--- src/nabp_defs.svh ---
`ifndef NABP_DEFS_SVH
`define NABP_DEFS_SVH

// sinogram sample, unsigned
`define kDataLength 12
// ramp filter result, signed
`define kFilteredDataLength 15
// pixel accumulator, signed
`define kCacheDataLength 18

// projection angles
`define kAngleLength 2
`define kNoOfAngles 4

// detector bins per angle
`define kSLength 4
`define kNoOfBins 16

// square image
`define kImageSide 8
`define kImageAddressLength 6
// angle in the upper bits, bin in the lower
`define kSinogramAddressLength 6

// fraction bits of the trig table
`define kTrigFrac 7

`endif

--- src/nabp_geom_pkg.sv ---
`include "nabp_defs.svh"

package nabp_geom_pkg;

    typedef logic [`kAngleLength-1:0] angle_t;
    typedef logic [`kSLength-1:0] s_idx_t;
    typedef logic [`kImageAddressLength-1:0] pix_addr_t;
    // q1.7, 128 is one
    typedef logic signed [8:0] trig_t;

    // 0, 45, 90 and 135 degrees
    localparam trig_t cos_tab [`kNoOfAngles] = '{128, 91, 0, -91};
    localparam trig_t sin_tab [`kNoOfAngles] = '{0, 91, 128, 91};

    // nearest detector bin seen by pixel (x, y) at this angle
    function automatic s_idx_t bin_of(
        angle_t angle,
        logic [$clog2(`kImageSide)-1:0] x,
        logic [$clog2(`kImageSide)-1:0] y
    );
        int cx;
        int cy;
        int dot;
        int bin;
        // doubled coordinates about the image centre
        cx = 2 * int'(x) - (`kImageSide - 1);
        cy = 2 * int'(y) - (`kImageSide - 1);
        dot = cx * int'(cos_tab[angle]) + cy * int'(sin_tab[angle]);
        // undo q1.7 and the doubling, then move to the middle bin
        bin = (dot >>> (`kTrigFrac + 1)) + `kNoOfBins / 2;
        if (bin < 0) begin
            bin = 0;
        end else if (bin > `kNoOfBins - 1) begin
            bin = `kNoOfBins - 1;
        end
        return s_idx_t'(bin);
    endfunction

endpackage

--- src/nabp_host_pkg.sv ---
package nabp_host_pkg;

    localparam int AXI_DATA_W = 32;
    localparam int AXI_ADDR_W = 4;

    // register offsets
    localparam logic [AXI_ADDR_W-1:0] CTRL = 4'h0;
    localparam logic [AXI_ADDR_W-1:0] STATUS = 4'h4;
    localparam logic [AXI_ADDR_W-1:0] ANGLES = 4'h8;
    localparam logic [AXI_ADDR_W-1:0] ID = 4'hC;

    typedef enum logic [1:0] {
        OKAY = 2'b00,
        SLVERR = 2'b10
    } resp_t;

    // ascii "NABP"
    localparam logic [AXI_DATA_W-1:0] NABP_ID = 32'h4E41_4250;

endpackage

--- src/nabp_host_regs.sv ---
`timescale 1ns/10ps
`include "nabp_defs.svh"

module nabp_host_regs (
    input  logic clk,
    input  logic arst_n,
    // write address
    input  logic [nabp_host_pkg::AXI_ADDR_W-1:0] awaddr,
    input  logic awvalid,
    output logic awready,
    // write data
    input  logic [nabp_host_pkg::AXI_DATA_W-1:0] wdata,
    input  logic [nabp_host_pkg::AXI_DATA_W/8-1:0] wstrb,
    input  logic wvalid,
    output logic wready,
    // write response
    output nabp_host_pkg::resp_t bresp,
    output logic bvalid,
    input  logic bready,
    // read address and data
    input  logic [nabp_host_pkg::AXI_ADDR_W-1:0] araddr,
    input  logic arvalid,
    output logic arready,
    output logic [nabp_host_pkg::AXI_DATA_W-1:0] rdata,
    output nabp_host_pkg::resp_t rresp,
    output logic rvalid,
    input  logic rready,
    // from the pipeline
    input  logic run_done,
    input  logic [`kAngleLength:0] angle_count,
    input  logic readout_busy,
    output logic run_start,
    output logic busy
);

    logic aw_held;
    logic w_held;
    logic [nabp_host_pkg::AXI_ADDR_W-1:0] aw_addr_q;
    logic [nabp_host_pkg::AXI_DATA_W-1:0] wdata_q;
    logic [nabp_host_pkg::AXI_DATA_W/8-1:0] wstrb_q;
    logic aw_fire;
    logic w_fire;
    logic wr_go;
    logic [nabp_host_pkg::AXI_ADDR_W-1:0] wr_addr;
    logic [nabp_host_pkg::AXI_DATA_W-1:0] wr_data;
    logic [nabp_host_pkg::AXI_DATA_W/8-1:0] wr_strb;
    logic [nabp_host_pkg::AXI_DATA_W-1:0] rd_word;
    logic run_busy;
    logic done;

    // only word offsets exist in the 16-byte map
    function automatic logic mapped(logic [nabp_host_pkg::AXI_ADDR_W-1:0] addr);
        return addr[1:0] == 2'b00;
    endfunction

    // one write in flight, channels taken in any order
    assign awready = !aw_held && !bvalid;
    assign wready = !w_held && !bvalid;
    assign aw_fire = awvalid && awready;
    assign w_fire = wvalid && wready;
    assign wr_go = (aw_held || aw_fire) && (w_held || w_fire);
    assign wr_addr = aw_held ? aw_addr_q : awaddr;
    assign wr_data = w_held ? wdata_q : wdata;
    assign wr_strb = w_held ? wstrb_q : wstrb;

    assign arready = !rvalid;
    // a streaming readout also holds off a restart
    assign busy = run_busy || readout_busy;

    always_comb begin
        case (araddr)
            nabp_host_pkg::STATUS: rd_word = {30'd0, done, busy};
            nabp_host_pkg::ANGLES: rd_word = {{(31 - `kAngleLength){1'b0}}, angle_count};
            nabp_host_pkg::ID: rd_word = nabp_host_pkg::NABP_ID;
            // ctrl start bit reads back zero
            default: rd_word = '0;
        endcase
    end

    always_ff @(posedge clk or negedge arst_n) begin
        if (!arst_n) begin
            aw_held <= 1'b0;
            w_held <= 1'b0;
            bvalid <= 1'b0;
            rvalid <= 1'b0;
            run_start <= 1'b0;
            run_busy <= 1'b0;
            done <= 1'b0;
        end else begin
            if (wr_go) begin
                aw_held <= 1'b0;
                w_held <= 1'b0;
            end else begin
                if (aw_fire) aw_held <= 1'b1;
                if (w_fire) w_held <= 1'b1;
            end
            if (wr_go) begin
                bvalid <= 1'b1;
            end else if (bready) begin
                bvalid <= 1'b0;
            end
            // start pulse, dropped while busy
            run_start <= wr_go && wr_addr == nabp_host_pkg::CTRL && wr_strb[0]
                && wr_data[0] && !busy;
            if (run_start) begin
                run_busy <= 1'b1;
                done <= 1'b0;
            end else if (run_done) begin
                run_busy <= 1'b0;
                done <= 1'b1;
            end
            if (arvalid && arready) begin
                rvalid <= 1'b1;
            end else if (rready) begin
                rvalid <= 1'b0;
            end
        end
    end

    always_ff @(posedge clk) begin
        if (aw_fire) aw_addr_q <= awaddr;
        if (w_fire) begin
            wdata_q <= wdata;
            wstrb_q <= wstrb;
        end
        if (wr_go) begin
            bresp <= mapped(wr_addr) ? nabp_host_pkg::OKAY : nabp_host_pkg::SLVERR;
        end
        if (arvalid && arready) begin
            rdata <= rd_word;
            rresp <= mapped(araddr) ? nabp_host_pkg::OKAY : nabp_host_pkg::SLVERR;
        end
    end

endmodule

--- src/nabp_sinogram_addresser.sv ---
`timescale 1ns/10ps
`include "nabp_defs.svh"

module nabp_sinogram_addresser (
    input  logic clk,
    input  logic arst_n,
    input  logic run_start,
    input  logic wr_free,
    output logic [`kSinogramAddressLength-1:0] sg_addr,
    output logic sa_valid,
    output logic sa_first,
    output logic sa_last,
    output nabp_geom_pkg::angle_t sa_angle
);

    nabp_geom_pkg::angle_t angle;
    nabp_geom_pkg::s_idx_t s;
    logic run;
    logic issuing;
    logic [1:0] settle;
    logic last_bin;
    logic go;

    // row per angle, one word per bin
    assign sg_addr = {angle, s};
    assign last_bin = s == nabp_geom_pkg::s_idx_t'(`kNoOfBins - 1);
    // settle lets the last tag reach the swap buffer before wr_free is trusted
    assign go = wr_free && !issuing && settle == 2'd0 && (run || run_start);

    always_ff @(posedge clk or negedge arst_n) begin
        if (!arst_n) begin
            run <= 1'b0;
            issuing <= 1'b0;
            settle <= 2'd0;
            angle <= '0;
            s <= '0;
            sa_valid <= 1'b0;
            sa_first <= 1'b0;
            sa_last <= 1'b0;
            sa_angle <= '0;
        end else begin
            if (run_start) begin
                run <= 1'b1;
                angle <= '0;
            end
            if (go) begin
                issuing <= 1'b1;
                s <= '0;
            end else if (issuing) begin
                s <= s + 1'b1;
                if (last_bin) begin
                    issuing <= 1'b0;
                    settle <= 2'd2;
                    angle <= angle + 1'b1;
                    if (angle == nabp_geom_pkg::angle_t'(`kNoOfAngles - 1)) run <= 1'b0;
                end
            end else if (settle != 2'd0) begin
                settle <= settle - 1'b1;
            end
            // tags line up with the ram read latency
            sa_valid <= issuing;
            sa_first <= issuing && s == '0;
            sa_last <= issuing && last_bin;
            sa_angle <= angle;
        end
    end

endmodule

--- src/nabp_filter.sv ---
`timescale 1ns/10ps
`include "nabp_defs.svh"

module nabp_filter (
    input  logic clk,
    input  logic arst_n,
    input  logic [`kDataLength-1:0] sg_val,
    input  logic sa_valid,
    input  logic sa_first,
    input  logic sa_last,
    input  nabp_geom_pkg::angle_t sa_angle,
    output logic fl_valid,
    output nabp_geom_pkg::s_idx_t fl_s,
    output logic signed [`kFilteredDataLength-1:0] fl_val,
    output logic fl_last,
    output nabp_geom_pkg::angle_t fl_angle
);

    logic [`kDataLength-1:0] x1;
    logic [`kDataLength-1:0] x2;
    logic [`kDataLength-1:0] h1;
    logic [`kDataLength-1:0] h2;
    nabp_geom_pkg::s_idx_t s_cnt;
    nabp_geom_pkg::s_idx_t s_now;
    logic signed [`kFilteredDataLength-1:0] ramp;

    // history reads as zero on the first sample of an angle
    assign h1 = sa_first ? '0 : x1;
    assign h2 = sa_first ? '0 : x2;
    assign s_now = sa_first ? '0 : s_cnt;

    // 2x[n] - x[n-1] - x[n-2]
    assign ramp = $signed({2'b00, sg_val, 1'b0}) - $signed({3'b000, h1})
        - $signed({3'b000, h2});

    always_ff @(posedge clk or negedge arst_n) begin
        if (!arst_n) begin
            fl_valid <= 1'b0;
            fl_last <= 1'b0;
            s_cnt <= '0;
        end else begin
            fl_valid <= sa_valid;
            fl_last <= sa_valid && sa_last;
            if (sa_valid) s_cnt <= s_now + 1'b1;
        end
    end

    always_ff @(posedge clk) begin
        if (sa_valid) begin
            x1 <= sg_val;
            x2 <= h1;
            fl_s <= s_now;
            fl_val <= ramp;
            fl_angle <= sa_angle;
        end
    end

endmodule

--- src/nabp_filtered_swap.sv ---
`timescale 1ns/10ps
`include "nabp_defs.svh"

module nabp_filtered_swap (
    input  logic clk,
    input  logic arst_n,
    input  logic fl_valid,
    input  nabp_geom_pkg::s_idx_t fl_s,
    input  logic signed [`kFilteredDataLength-1:0] fl_val,
    input  logic fl_last,
    input  nabp_geom_pkg::angle_t fl_angle,
    input  nabp_geom_pkg::s_idx_t rd_s,
    input  logic bp_release,
    output logic wr_free,
    output logic angle_ready,
    output nabp_geom_pkg::angle_t rd_angle,
    output logic signed [`kFilteredDataLength-1:0] rd_val
);

    logic signed [`kFilteredDataLength-1:0] bank [2][`kNoOfBins];
    nabp_geom_pkg::angle_t bank_angle [2];
    logic [1:0] full;
    logic wr_sel;
    logic rd_sel;
    logic line_end;

    // banks always sit on opposite sides
    assign rd_sel = !wr_sel;
    assign line_end = fl_valid && fl_last;
    assign wr_free = !full[wr_sel];
    assign angle_ready = full[rd_sel];
    assign rd_angle = bank_angle[rd_sel];

    always_ff @(posedge clk or negedge arst_n) begin
        if (!arst_n) begin
            full <= 2'b00;
            wr_sel <= 1'b0;
        end else begin
            if (bp_release) full[rd_sel] <= 1'b0;
            if (line_end) full[wr_sel] <= 1'b1;
            // swap on the closing sample when the reader is idle
            if (!full[rd_sel] && (full[wr_sel] || line_end)) wr_sel <= rd_sel;
        end
    end

    always_ff @(posedge clk) begin
        if (fl_valid) bank[wr_sel][fl_s] <= fl_val;
        if (line_end) bank_angle[wr_sel] <= fl_angle;
        rd_val <= bank[rd_sel][rd_s];
    end

endmodule

--- src/nabp_backprojector.sv ---
`timescale 1ns/10ps
`include "nabp_defs.svh"

module nabp_backprojector (
    input  logic clk,
    input  logic arst_n,
    input  logic angle_ready,
    input  nabp_geom_pkg::angle_t rd_angle,
    input  logic signed [`kFilteredDataLength-1:0] rd_val,
    input  logic ir_kick,
    input  logic ir_enable,
    output nabp_geom_pkg::s_idx_t rd_s,
    output logic bp_release,
    output logic run_done,
    output logic [`kAngleLength:0] angle_count,
    output logic readout_busy,
    output logic ir_kick_ack,
    output logic ir_valid,
    output logic ir_done,
    output nabp_geom_pkg::pix_addr_t ir_addr,
    output logic [`kCacheDataLength-1:0] ir_val
);

    localparam int XW = $clog2(`kImageSide);
    localparam nabp_geom_pkg::pix_addr_t LAST_PIX = '1;

    logic signed [`kCacheDataLength-1:0] acc [`kImageSide*`kImageSide];
    // pixels holding a value since the last readout
    logic [`kImageSide*`kImageSide-1:0] live;
    logic signed [`kCacheDataLength-1:0] base;
    logic active;
    logic walking;
    nabp_geom_pkg::pix_addr_t pix;
    nabp_geom_pkg::pix_addr_t pix1;
    nabp_geom_pkg::pix_addr_t pix2;
    nabp_geom_pkg::pix_addr_t rd_ptr;
    logic v1;
    logic v2;
    logic signed [`kFilteredDataLength-1:0] smp2;
    logic start;
    logic last_write;
    logic streaming;
    logic kick_ok;
    logic pop;

    // hold off during the release cycle, angle_ready drops one later
    assign start = angle_ready && !active && !bp_release;
    // stage 1, raster x in the low bits
    assign rd_s = nabp_geom_pkg::bin_of(rd_angle, pix[XW-1:0], pix[2*XW-1:XW]);
    assign last_write = v2 && pix2 == LAST_PIX;
    assign kick_ok = ir_kick && !streaming && angle_count == `kNoOfAngles;
    assign pop = streaming && ir_enable;
    assign readout_busy = streaming;

    always_comb begin
        base = acc[pix2];
        if (!live[pix2]) base = '0;
    end

    always_ff @(posedge clk or negedge arst_n) begin
        if (!arst_n) begin
            active <= 1'b0;
            walking <= 1'b0;
            pix <= '0;
            v1 <= 1'b0;
            v2 <= 1'b0;
            bp_release <= 1'b0;
            run_done <= 1'b0;
            angle_count <= '0;
            live <= '0;
            streaming <= 1'b0;
            rd_ptr <= '0;
            ir_kick_ack <= 1'b0;
            ir_valid <= 1'b0;
            ir_done <= 1'b0;
        end else begin
            if (start) begin
                active <= 1'b1;
                walking <= 1'b1;
                pix <= '0;
            end else if (walking) begin
                pix <= pix + 1'b1;
                if (pix == LAST_PIX) walking <= 1'b0;
            end
            v1 <= walking;
            v2 <= v1;
            if (v2) live[pix2] <= 1'b1;
            // angle closes on its last accumulate
            bp_release <= last_write;
            run_done <= last_write && angle_count == `kNoOfAngles - 1;
            if (last_write) begin
                active <= 1'b0;
                angle_count <= angle_count + 1'b1;
            end
            // readout
            ir_kick_ack <= kick_ok;
            if (kick_ok) begin
                streaming <= 1'b1;
                rd_ptr <= '0;
                angle_count <= '0;
            end
            ir_valid <= pop;
            ir_done <= pop && rd_ptr == LAST_PIX;
            if (pop) begin
                live[rd_ptr] <= 1'b0;
                rd_ptr <= rd_ptr + 1'b1;
                if (rd_ptr == LAST_PIX) streaming <= 1'b0;
            end
        end
    end

    always_ff @(posedge clk) begin
        // stage 2 captures the sample, stage 3 adds it in
        pix1 <= pix;
        pix2 <= pix1;
        smp2 <= rd_val;
        if (v2) acc[pix2] <= base + smp2;
        if (pop) begin
            ir_addr <= rd_ptr;
            ir_val <= live[rd_ptr] ? acc[rd_ptr] : '0;
        end
    end

endmodule

--- src/nabp.sv ---
`timescale 1ns/10ps
`include "nabp_defs.svh"

module nabp (
    input  logic clk,
    input  logic arst_n,
    // host, axi4-lite
    input  logic [nabp_host_pkg::AXI_ADDR_W-1:0] awaddr,
    input  logic awvalid,
    output logic awready,
    input  logic [nabp_host_pkg::AXI_DATA_W-1:0] wdata,
    input  logic [nabp_host_pkg::AXI_DATA_W/8-1:0] wstrb,
    input  logic wvalid,
    output logic wready,
    output nabp_host_pkg::resp_t bresp,
    output logic bvalid,
    input  logic bready,
    input  logic [nabp_host_pkg::AXI_ADDR_W-1:0] araddr,
    input  logic arvalid,
    output logic arready,
    output logic [nabp_host_pkg::AXI_DATA_W-1:0] rdata,
    output nabp_host_pkg::resp_t rresp,
    output logic rvalid,
    input  logic rready,
    // sinogram ram
    output logic [`kSinogramAddressLength-1:0] sg_addr,
    input  logic [`kDataLength-1:0] sg_val,
    // image readout
    input  logic ir_kick,
    input  logic ir_enable,
    output logic ir_kick_ack,
    output logic ir_valid,
    output logic ir_done,
    output nabp_geom_pkg::pix_addr_t ir_addr,
    output logic [`kCacheDataLength-1:0] ir_val
);

    logic run_start;
    logic run_done;
    logic [`kAngleLength:0] angle_count;
    logic readout_busy;
    logic wr_free;
    logic sa_valid;
    logic sa_first;
    logic sa_last;
    nabp_geom_pkg::angle_t sa_angle;
    logic fl_valid;
    nabp_geom_pkg::s_idx_t fl_s;
    logic signed [`kFilteredDataLength-1:0] fl_val;
    logic fl_last;
    nabp_geom_pkg::angle_t fl_angle;
    nabp_geom_pkg::s_idx_t rd_s;
    logic bp_release;
    logic angle_ready;
    nabp_geom_pkg::angle_t rd_angle;
    logic signed [`kFilteredDataLength-1:0] rd_val;

    nabp_host_regs host_regs (
        .clk(clk), .arst_n(arst_n),
        .awaddr(awaddr), .awvalid(awvalid), .awready(awready),
        .wdata(wdata), .wstrb(wstrb), .wvalid(wvalid), .wready(wready),
        .bresp(bresp), .bvalid(bvalid), .bready(bready),
        .araddr(araddr), .arvalid(arvalid), .arready(arready),
        .rdata(rdata), .rresp(rresp), .rvalid(rvalid), .rready(rready),
        .run_done(run_done), .angle_count(angle_count),
        .readout_busy(readout_busy), .run_start(run_start),
        // only seen through STATUS
        .busy()
    );

    nabp_sinogram_addresser sinogram_addresser (
        .clk(clk), .arst_n(arst_n),
        .run_start(run_start), .wr_free(wr_free),
        .sg_addr(sg_addr), .sa_valid(sa_valid), .sa_first(sa_first),
        .sa_last(sa_last), .sa_angle(sa_angle)
    );

    nabp_filter filter (
        .clk(clk), .arst_n(arst_n),
        .sg_val(sg_val), .sa_valid(sa_valid), .sa_first(sa_first),
        .sa_last(sa_last), .sa_angle(sa_angle),
        .fl_valid(fl_valid), .fl_s(fl_s), .fl_val(fl_val),
        .fl_last(fl_last), .fl_angle(fl_angle)
    );

    nabp_filtered_swap filtered_swap (
        .clk(clk), .arst_n(arst_n),
        .fl_valid(fl_valid), .fl_s(fl_s), .fl_val(fl_val),
        .fl_last(fl_last), .fl_angle(fl_angle),
        .rd_s(rd_s), .bp_release(bp_release),
        .wr_free(wr_free), .angle_ready(angle_ready),
        .rd_angle(rd_angle), .rd_val(rd_val)
    );

    nabp_backprojector backprojector (
        .clk(clk), .arst_n(arst_n),
        .angle_ready(angle_ready), .rd_angle(rd_angle), .rd_val(rd_val),
        .ir_kick(ir_kick), .ir_enable(ir_enable),
        .rd_s(rd_s), .bp_release(bp_release), .run_done(run_done),
        .angle_count(angle_count), .readout_busy(readout_busy),
        .ir_kick_ack(ir_kick_ack), .ir_valid(ir_valid), .ir_done(ir_done),
        .ir_addr(ir_addr), .ir_val(ir_val)
    );

endmodule

--- config.mk ---
export PLATFORM = sky130hd
export DESIGN_NAME = nabp
export DESIGN_NICKNAME = d
export VERILOG_FILES = /design/src/nabp_geom_pkg.sv /design/src/nabp_host_pkg.sv /design/src/nabp_host_regs.sv /design/src/nabp_sinogram_addresser.sv /design/src/nabp_filter.sv /design/src/nabp_filtered_swap.sv /design/src/nabp_backprojector.sv /design/src/nabp.sv
export VERILOG_INCLUDE_DIRS = /design/src
export SDC_FILE = /design/constraint.sdc
export NUM_CORES = 2
export LEC_CHECK = 0
export BUFFER_PORTS_ARGS = -buffer_cell sky130_fd_sc_hd__clkbuf_2
export CELL_PAD_IN_SITES_DETAIL_PLACEMENT = 0
export CELL_PAD_IN_SITES_GLOBAL_PLACEMENT = 1
export CORE_ASPECT_RATIO = 1.4
export CORE_MARGIN = 3
export CORE_UTILIZATION = 49
export DETAILED_ROUTE_END_ITERATION = 7
export PLACE_DENSITY_LB_ADDON = 0.1
export SYNTH_ARGS = -nofsm -noshare
export SYNTH_HDL_FRONTEND = slang
export SYNTH_SLANG_ARGS = --single-unit
--- constraint.sdc ---
create_clock -name clk -period 7.9 [get_ports clk]
set_input_delay 1.58 -clock clk [delete_from_list [all_inputs] [get_ports clk]]
set_output_delay 1.58 -clock clk [all_outputs]
set_load 0.03 [all_outputs]
==> results.yml <==
critical_path:
  cp-start-kind: "flop"
  crit_type: "reg -> reg"
  max_stage_delay_ns: 0.51
  cp_max_fo: 5
  slowest_stage: "fa_1"
  critical_path_arrival_ns: 9.14
  crit_required_ns: 8.68
  r2r_cells: 37
  endpoint_kind: "flop"
logic_synthesis:
  synth-xor-area-share: 0.006902
  synth-edff-count: 1717
  synth_seq_cells: 1879
  ys_dominant_reg_cell: "edfxtp_1"
  avgSynthCellArea_um2: 15.32
  yosysUniqueCellTypes: 76
  synthCells: 5445
  muxShareOfSynthArea: 0.1080
  syn_area_um2: 83390
  synthAdderAreaFrac: 0.02686
  synth_simple_gate_area_frac: 0.05671
  yosysSeqAreaShare: 0.6644
  synth-compound-area-share: 0.1102
  yosysWarnings: 0
  synth_top_family_by_area: "compound AO/OA/AOI/OAI gates"
  async_flop_share: 0.06386
hold_path:
  hold_path_depth: 0
  hold_path.class: "reg -> reg"
floorplan:
  core-area_um2: 168600
  die-area_um2: 175200
  fp-row-count: 178
  die_h_um: 494.1
  io-pin-count: 139
  initial_core_util: 0.4946
  die_width_um: 354.7
final_layout:
  instances_no_fill: 8274
  layout_common_cells: "edfxtp_1 (1717), buf_4 (412), a22oi_1 (361), nand2_1 (336), mux4_2 (310)"
  multiInputGateArea_um2: 26980
  fill_cells: 13210
  regArea_um2: 55420
  layout_commonest_cell: "edfxtp_1"
  fin_area_um2: 97390
  final_layout_size_suffix_gt1_frac: 0.2353
  num-nets-final: 6094
  areaGrowthSynthToFinish_pct: 16.79
job:
  cap_violations: 0
routing:
  drc: 0
  avgViaCountPerCell: 6.666
  drtAntennaViolNets: 0
  avgRoutedWirePerCell_um: 34.61
  routed_wl_mm: 286.4
  first_pass_iters: 6
  drt_iter0_drc: 6275
  vias: 55150
global_routing:
  grt.met1_usage: 0.3754
  grt_max_degree: 113
  grtUsageMet3: 0.06554
  grtUsageMet2: 0.5397
  antenna_found_initial: 19
  grt_pass1_wl_mm: 402.6
  grt_pass1_vias: 55060
  gr-total-overflow: 0
  grt_usage: 0.3251
  top_usage_layer: "met2"
sta:
  timing.final.ws_setup_ns: -0.4562
  post-route-period-util: 1.058
  slew_headroom: 0.05822
  worst_pin_slew_ns: 1.413
  skew_ns: 0.05016
  final_max_slew_viol_count: 0
  min_period_ns: 8.356
  rsz0062_at_grt: "true"
  setup_viol_count_final: 15
  timing.fmax_mhz: 119.7
  hold_viol: 0
placed_design:
  io_buffers: 83
  place_inst: 7850
  dpl_cell_area_um2: 89680
  dp_hpwl_mm: 179.2
  gp_congestion: 0.9451
clock_tree:
  cts_tree: "done"
  cts_hold_buf: 0
  cts.path.max_buffers: 3
  path_clk_slew_ns: 0.06
  cts.htree.levels: 4
  clkLatencyLatePin_ns: 0.86
  cts_buffers: 180
  cts_sinks: 1879
  clock-root-buffer: "clkbuf_16"
power:
  power_frac_seq: 0.471
  combPwrFrac: 0.166
  pwr_density_cell_nw_per_um2: 244.0
  p_leak_nw: 33.14
  power.switching_mw: 6.420
  p_int_mw: 17.34
  irDropWorstVdd_mv: 0.2790
  netSwitchingFraction: 0.2702
  clockPowerShare: 0.363
outcome:
  status: "finished, violations left"
  violations: "negative setup slack"
==> per-stage QoR <==
step / util / setup TNS [ns] / power, mW / setup slack, ns / hold slack [ns]
final: 0.5777 / -5.157 / 23.76 / -0.4562 / 0.3234
after CTS: 0.5734 / -4.029 / 23.74 / -0.3228 / 0.3277
after detailed placement: 0.5319 / -9.148 / 15.11 / -0.7240 / 0.3128
after floorplan: - / 0 / 13.55 / 0.00006661 / 0.3096
after global routing: 0.5776 / -11.76 / 24.32 / -0.9108 / 0.3317
after global placement: 0.5319 / -9.099 / 15.09 / -0.6757 / 0.3119
==> Yosys cell counts (32+ instances only) <==
library cell	instances	area [um^2]
dfxtp_1	42	840.8
a22o_1	126	1104
fa_1	35	700.7
a22oi_1	361	2710
edfxtp_1	1717	51560
nand2_1	351	1318
dfrtp_1	120	3003
o22ai_1	80	500.5
a221oi_1	132	1156
nand3_1	120	600.6
a211oi_1	32	240.2
a21oi_1	102	510.5
buf_4	35	262.8
nor4_1	39	244.0
buf_1	118	442.9
xnor2_1	47	411.6
o21ai_0	74	370.4
a31oi_1	170	1064
ha_1	123	1539
clkbuf_1	210	788.3
nand4_1	77	481.7
nor2_1	280	1051
mux2i_1	197	1972
inv_1	154	578.1
mux4_2	310	6982
o22a_1	56	490.5
==> critical path: cells and delay by family, from the launching register on <==
family	cells	cell delay [ns]
flip-flops	1	0.43
adder cells (fa/ha/maj)	7	2.86
AO/OA/AOI/OAI	11	1.93
AND/OR/NAND/NOR	9	1.48
XOR/XNOR	1	0.16
multiplexers	2	0.46
buffers and inverters	7	0.97
==> registers in the layout, indices dropped and copies added, names as in the netlist, 3 cells and up <==
name	cells
backprojector.acc	1152
backprojector.angle_count	3
backprojector.ir_addr	6
backprojector.ir_val	18
backprojector.live	64
backprojector.pix	6
backprojector.pix1	6
backprojector.pix2	6
backprojector.rd_ptr	6
backprojector.smp2	15
filter.fl_s	4
filter.fl_val	15
filter.s_cnt	4
filter.x1	12
filter.x2	12
filtered_swap.bank	480
filtered_swap.bank_angle	4
filtered_swap.rd_val	15
host_regs.aw_addr_q	4
host_regs.rdata	4
sinogram_addresser.s	4
==> layout make-up <==
| cell class | instances | share of cell area |
|---|---|---|
| multi-input cells | 3039 | 0.2770 |
| repair buffers | 616 | 0.05942 |
| flip-flops and latches | 1879 | 0.5690 |
| well taps | 2250 | 0.02891 |
| diodes | 7 | 0.0001799 |
| clock inverters | 109 | 0.01043 |
| inverters | 155 | 0.006000 |
| clock buffers | 219 | 0.04906 |
==> path summary, 6_finish.rpt <==
path / from / to / slack (ns)
worst min register to register: filtered_swap.rd_val[0]$_DFF_P_ / backprojector.smp2[0]$_DFF_P_ / 0.32
worst max register to register: filtered_swap.wr_sel$_DFFE_PN0P_ / filtered_swap.rd_val[6]$_DFF_P_ / -0.46
min in group asynchronous: arst_n / backprojector.pix[1]$_DFFE_PN0P_ / 0.72
max in group asynchronous: arst_n / backprojector.rd_ptr[0]$_DFFE_PN0P_ / 5.72
worst min-delay path: filtered_swap.rd_val[0]$_DFF_P_ / backprojector.smp2[0]$_DFF_P_ / 0.32
worst max-delay path: filtered_swap.wr_sel$_DFFE_PN0P_ / filtered_swap.rd_val[6]$_DFF_P_ / -0.46
==> kinds of logic after synthesis <==
family / after synthesis
AOI/OAI and AO/OA: 1258
xor gates and xnor gates: 64
adders and majority gates: 158
buffers and inverters: 548
DFF: 1879
muxes: 511
other: 1
and+or+nand+nor: 1026
==> layer usage <==
layer / vias to the layer above / wire [um]
met4: 10 / 25180
li1: 22810 / -
met2: 3289 / 140000
met3: 882 / 25400
met1: 28160 / 95760
met5: - / 72
==> power groups by stage <==
| stage | combinational, mW | clock (mW) | sequential [mW] |
|---|---|---|---|
| 2_1_floorplan | 2.19 | 0 | 11.4 |
| 3_3_place_gp | 3.70 | 0 | 11.4 |
| 3_5_place_dp | 3.72 | 0 | 11.4 |
| 4_1_cts | 3.83 | 8.73 | 11.2 |
| 5_1_grt | 4.04 | 9.10 | 11.2 |
| 6_report | 3.95 | 8.63 | 11.2 |
==> repair_timing <==
action,in CTS,in global routing
gates resized for setup,120,99
pin swaps,60,73
hold endpoints to repair,0,0
buffers inserted,41,41
gates cloned,12,5
endpoints found under the setup margin,15,15
Note: power is estimated with default switching activity, not from simulation.
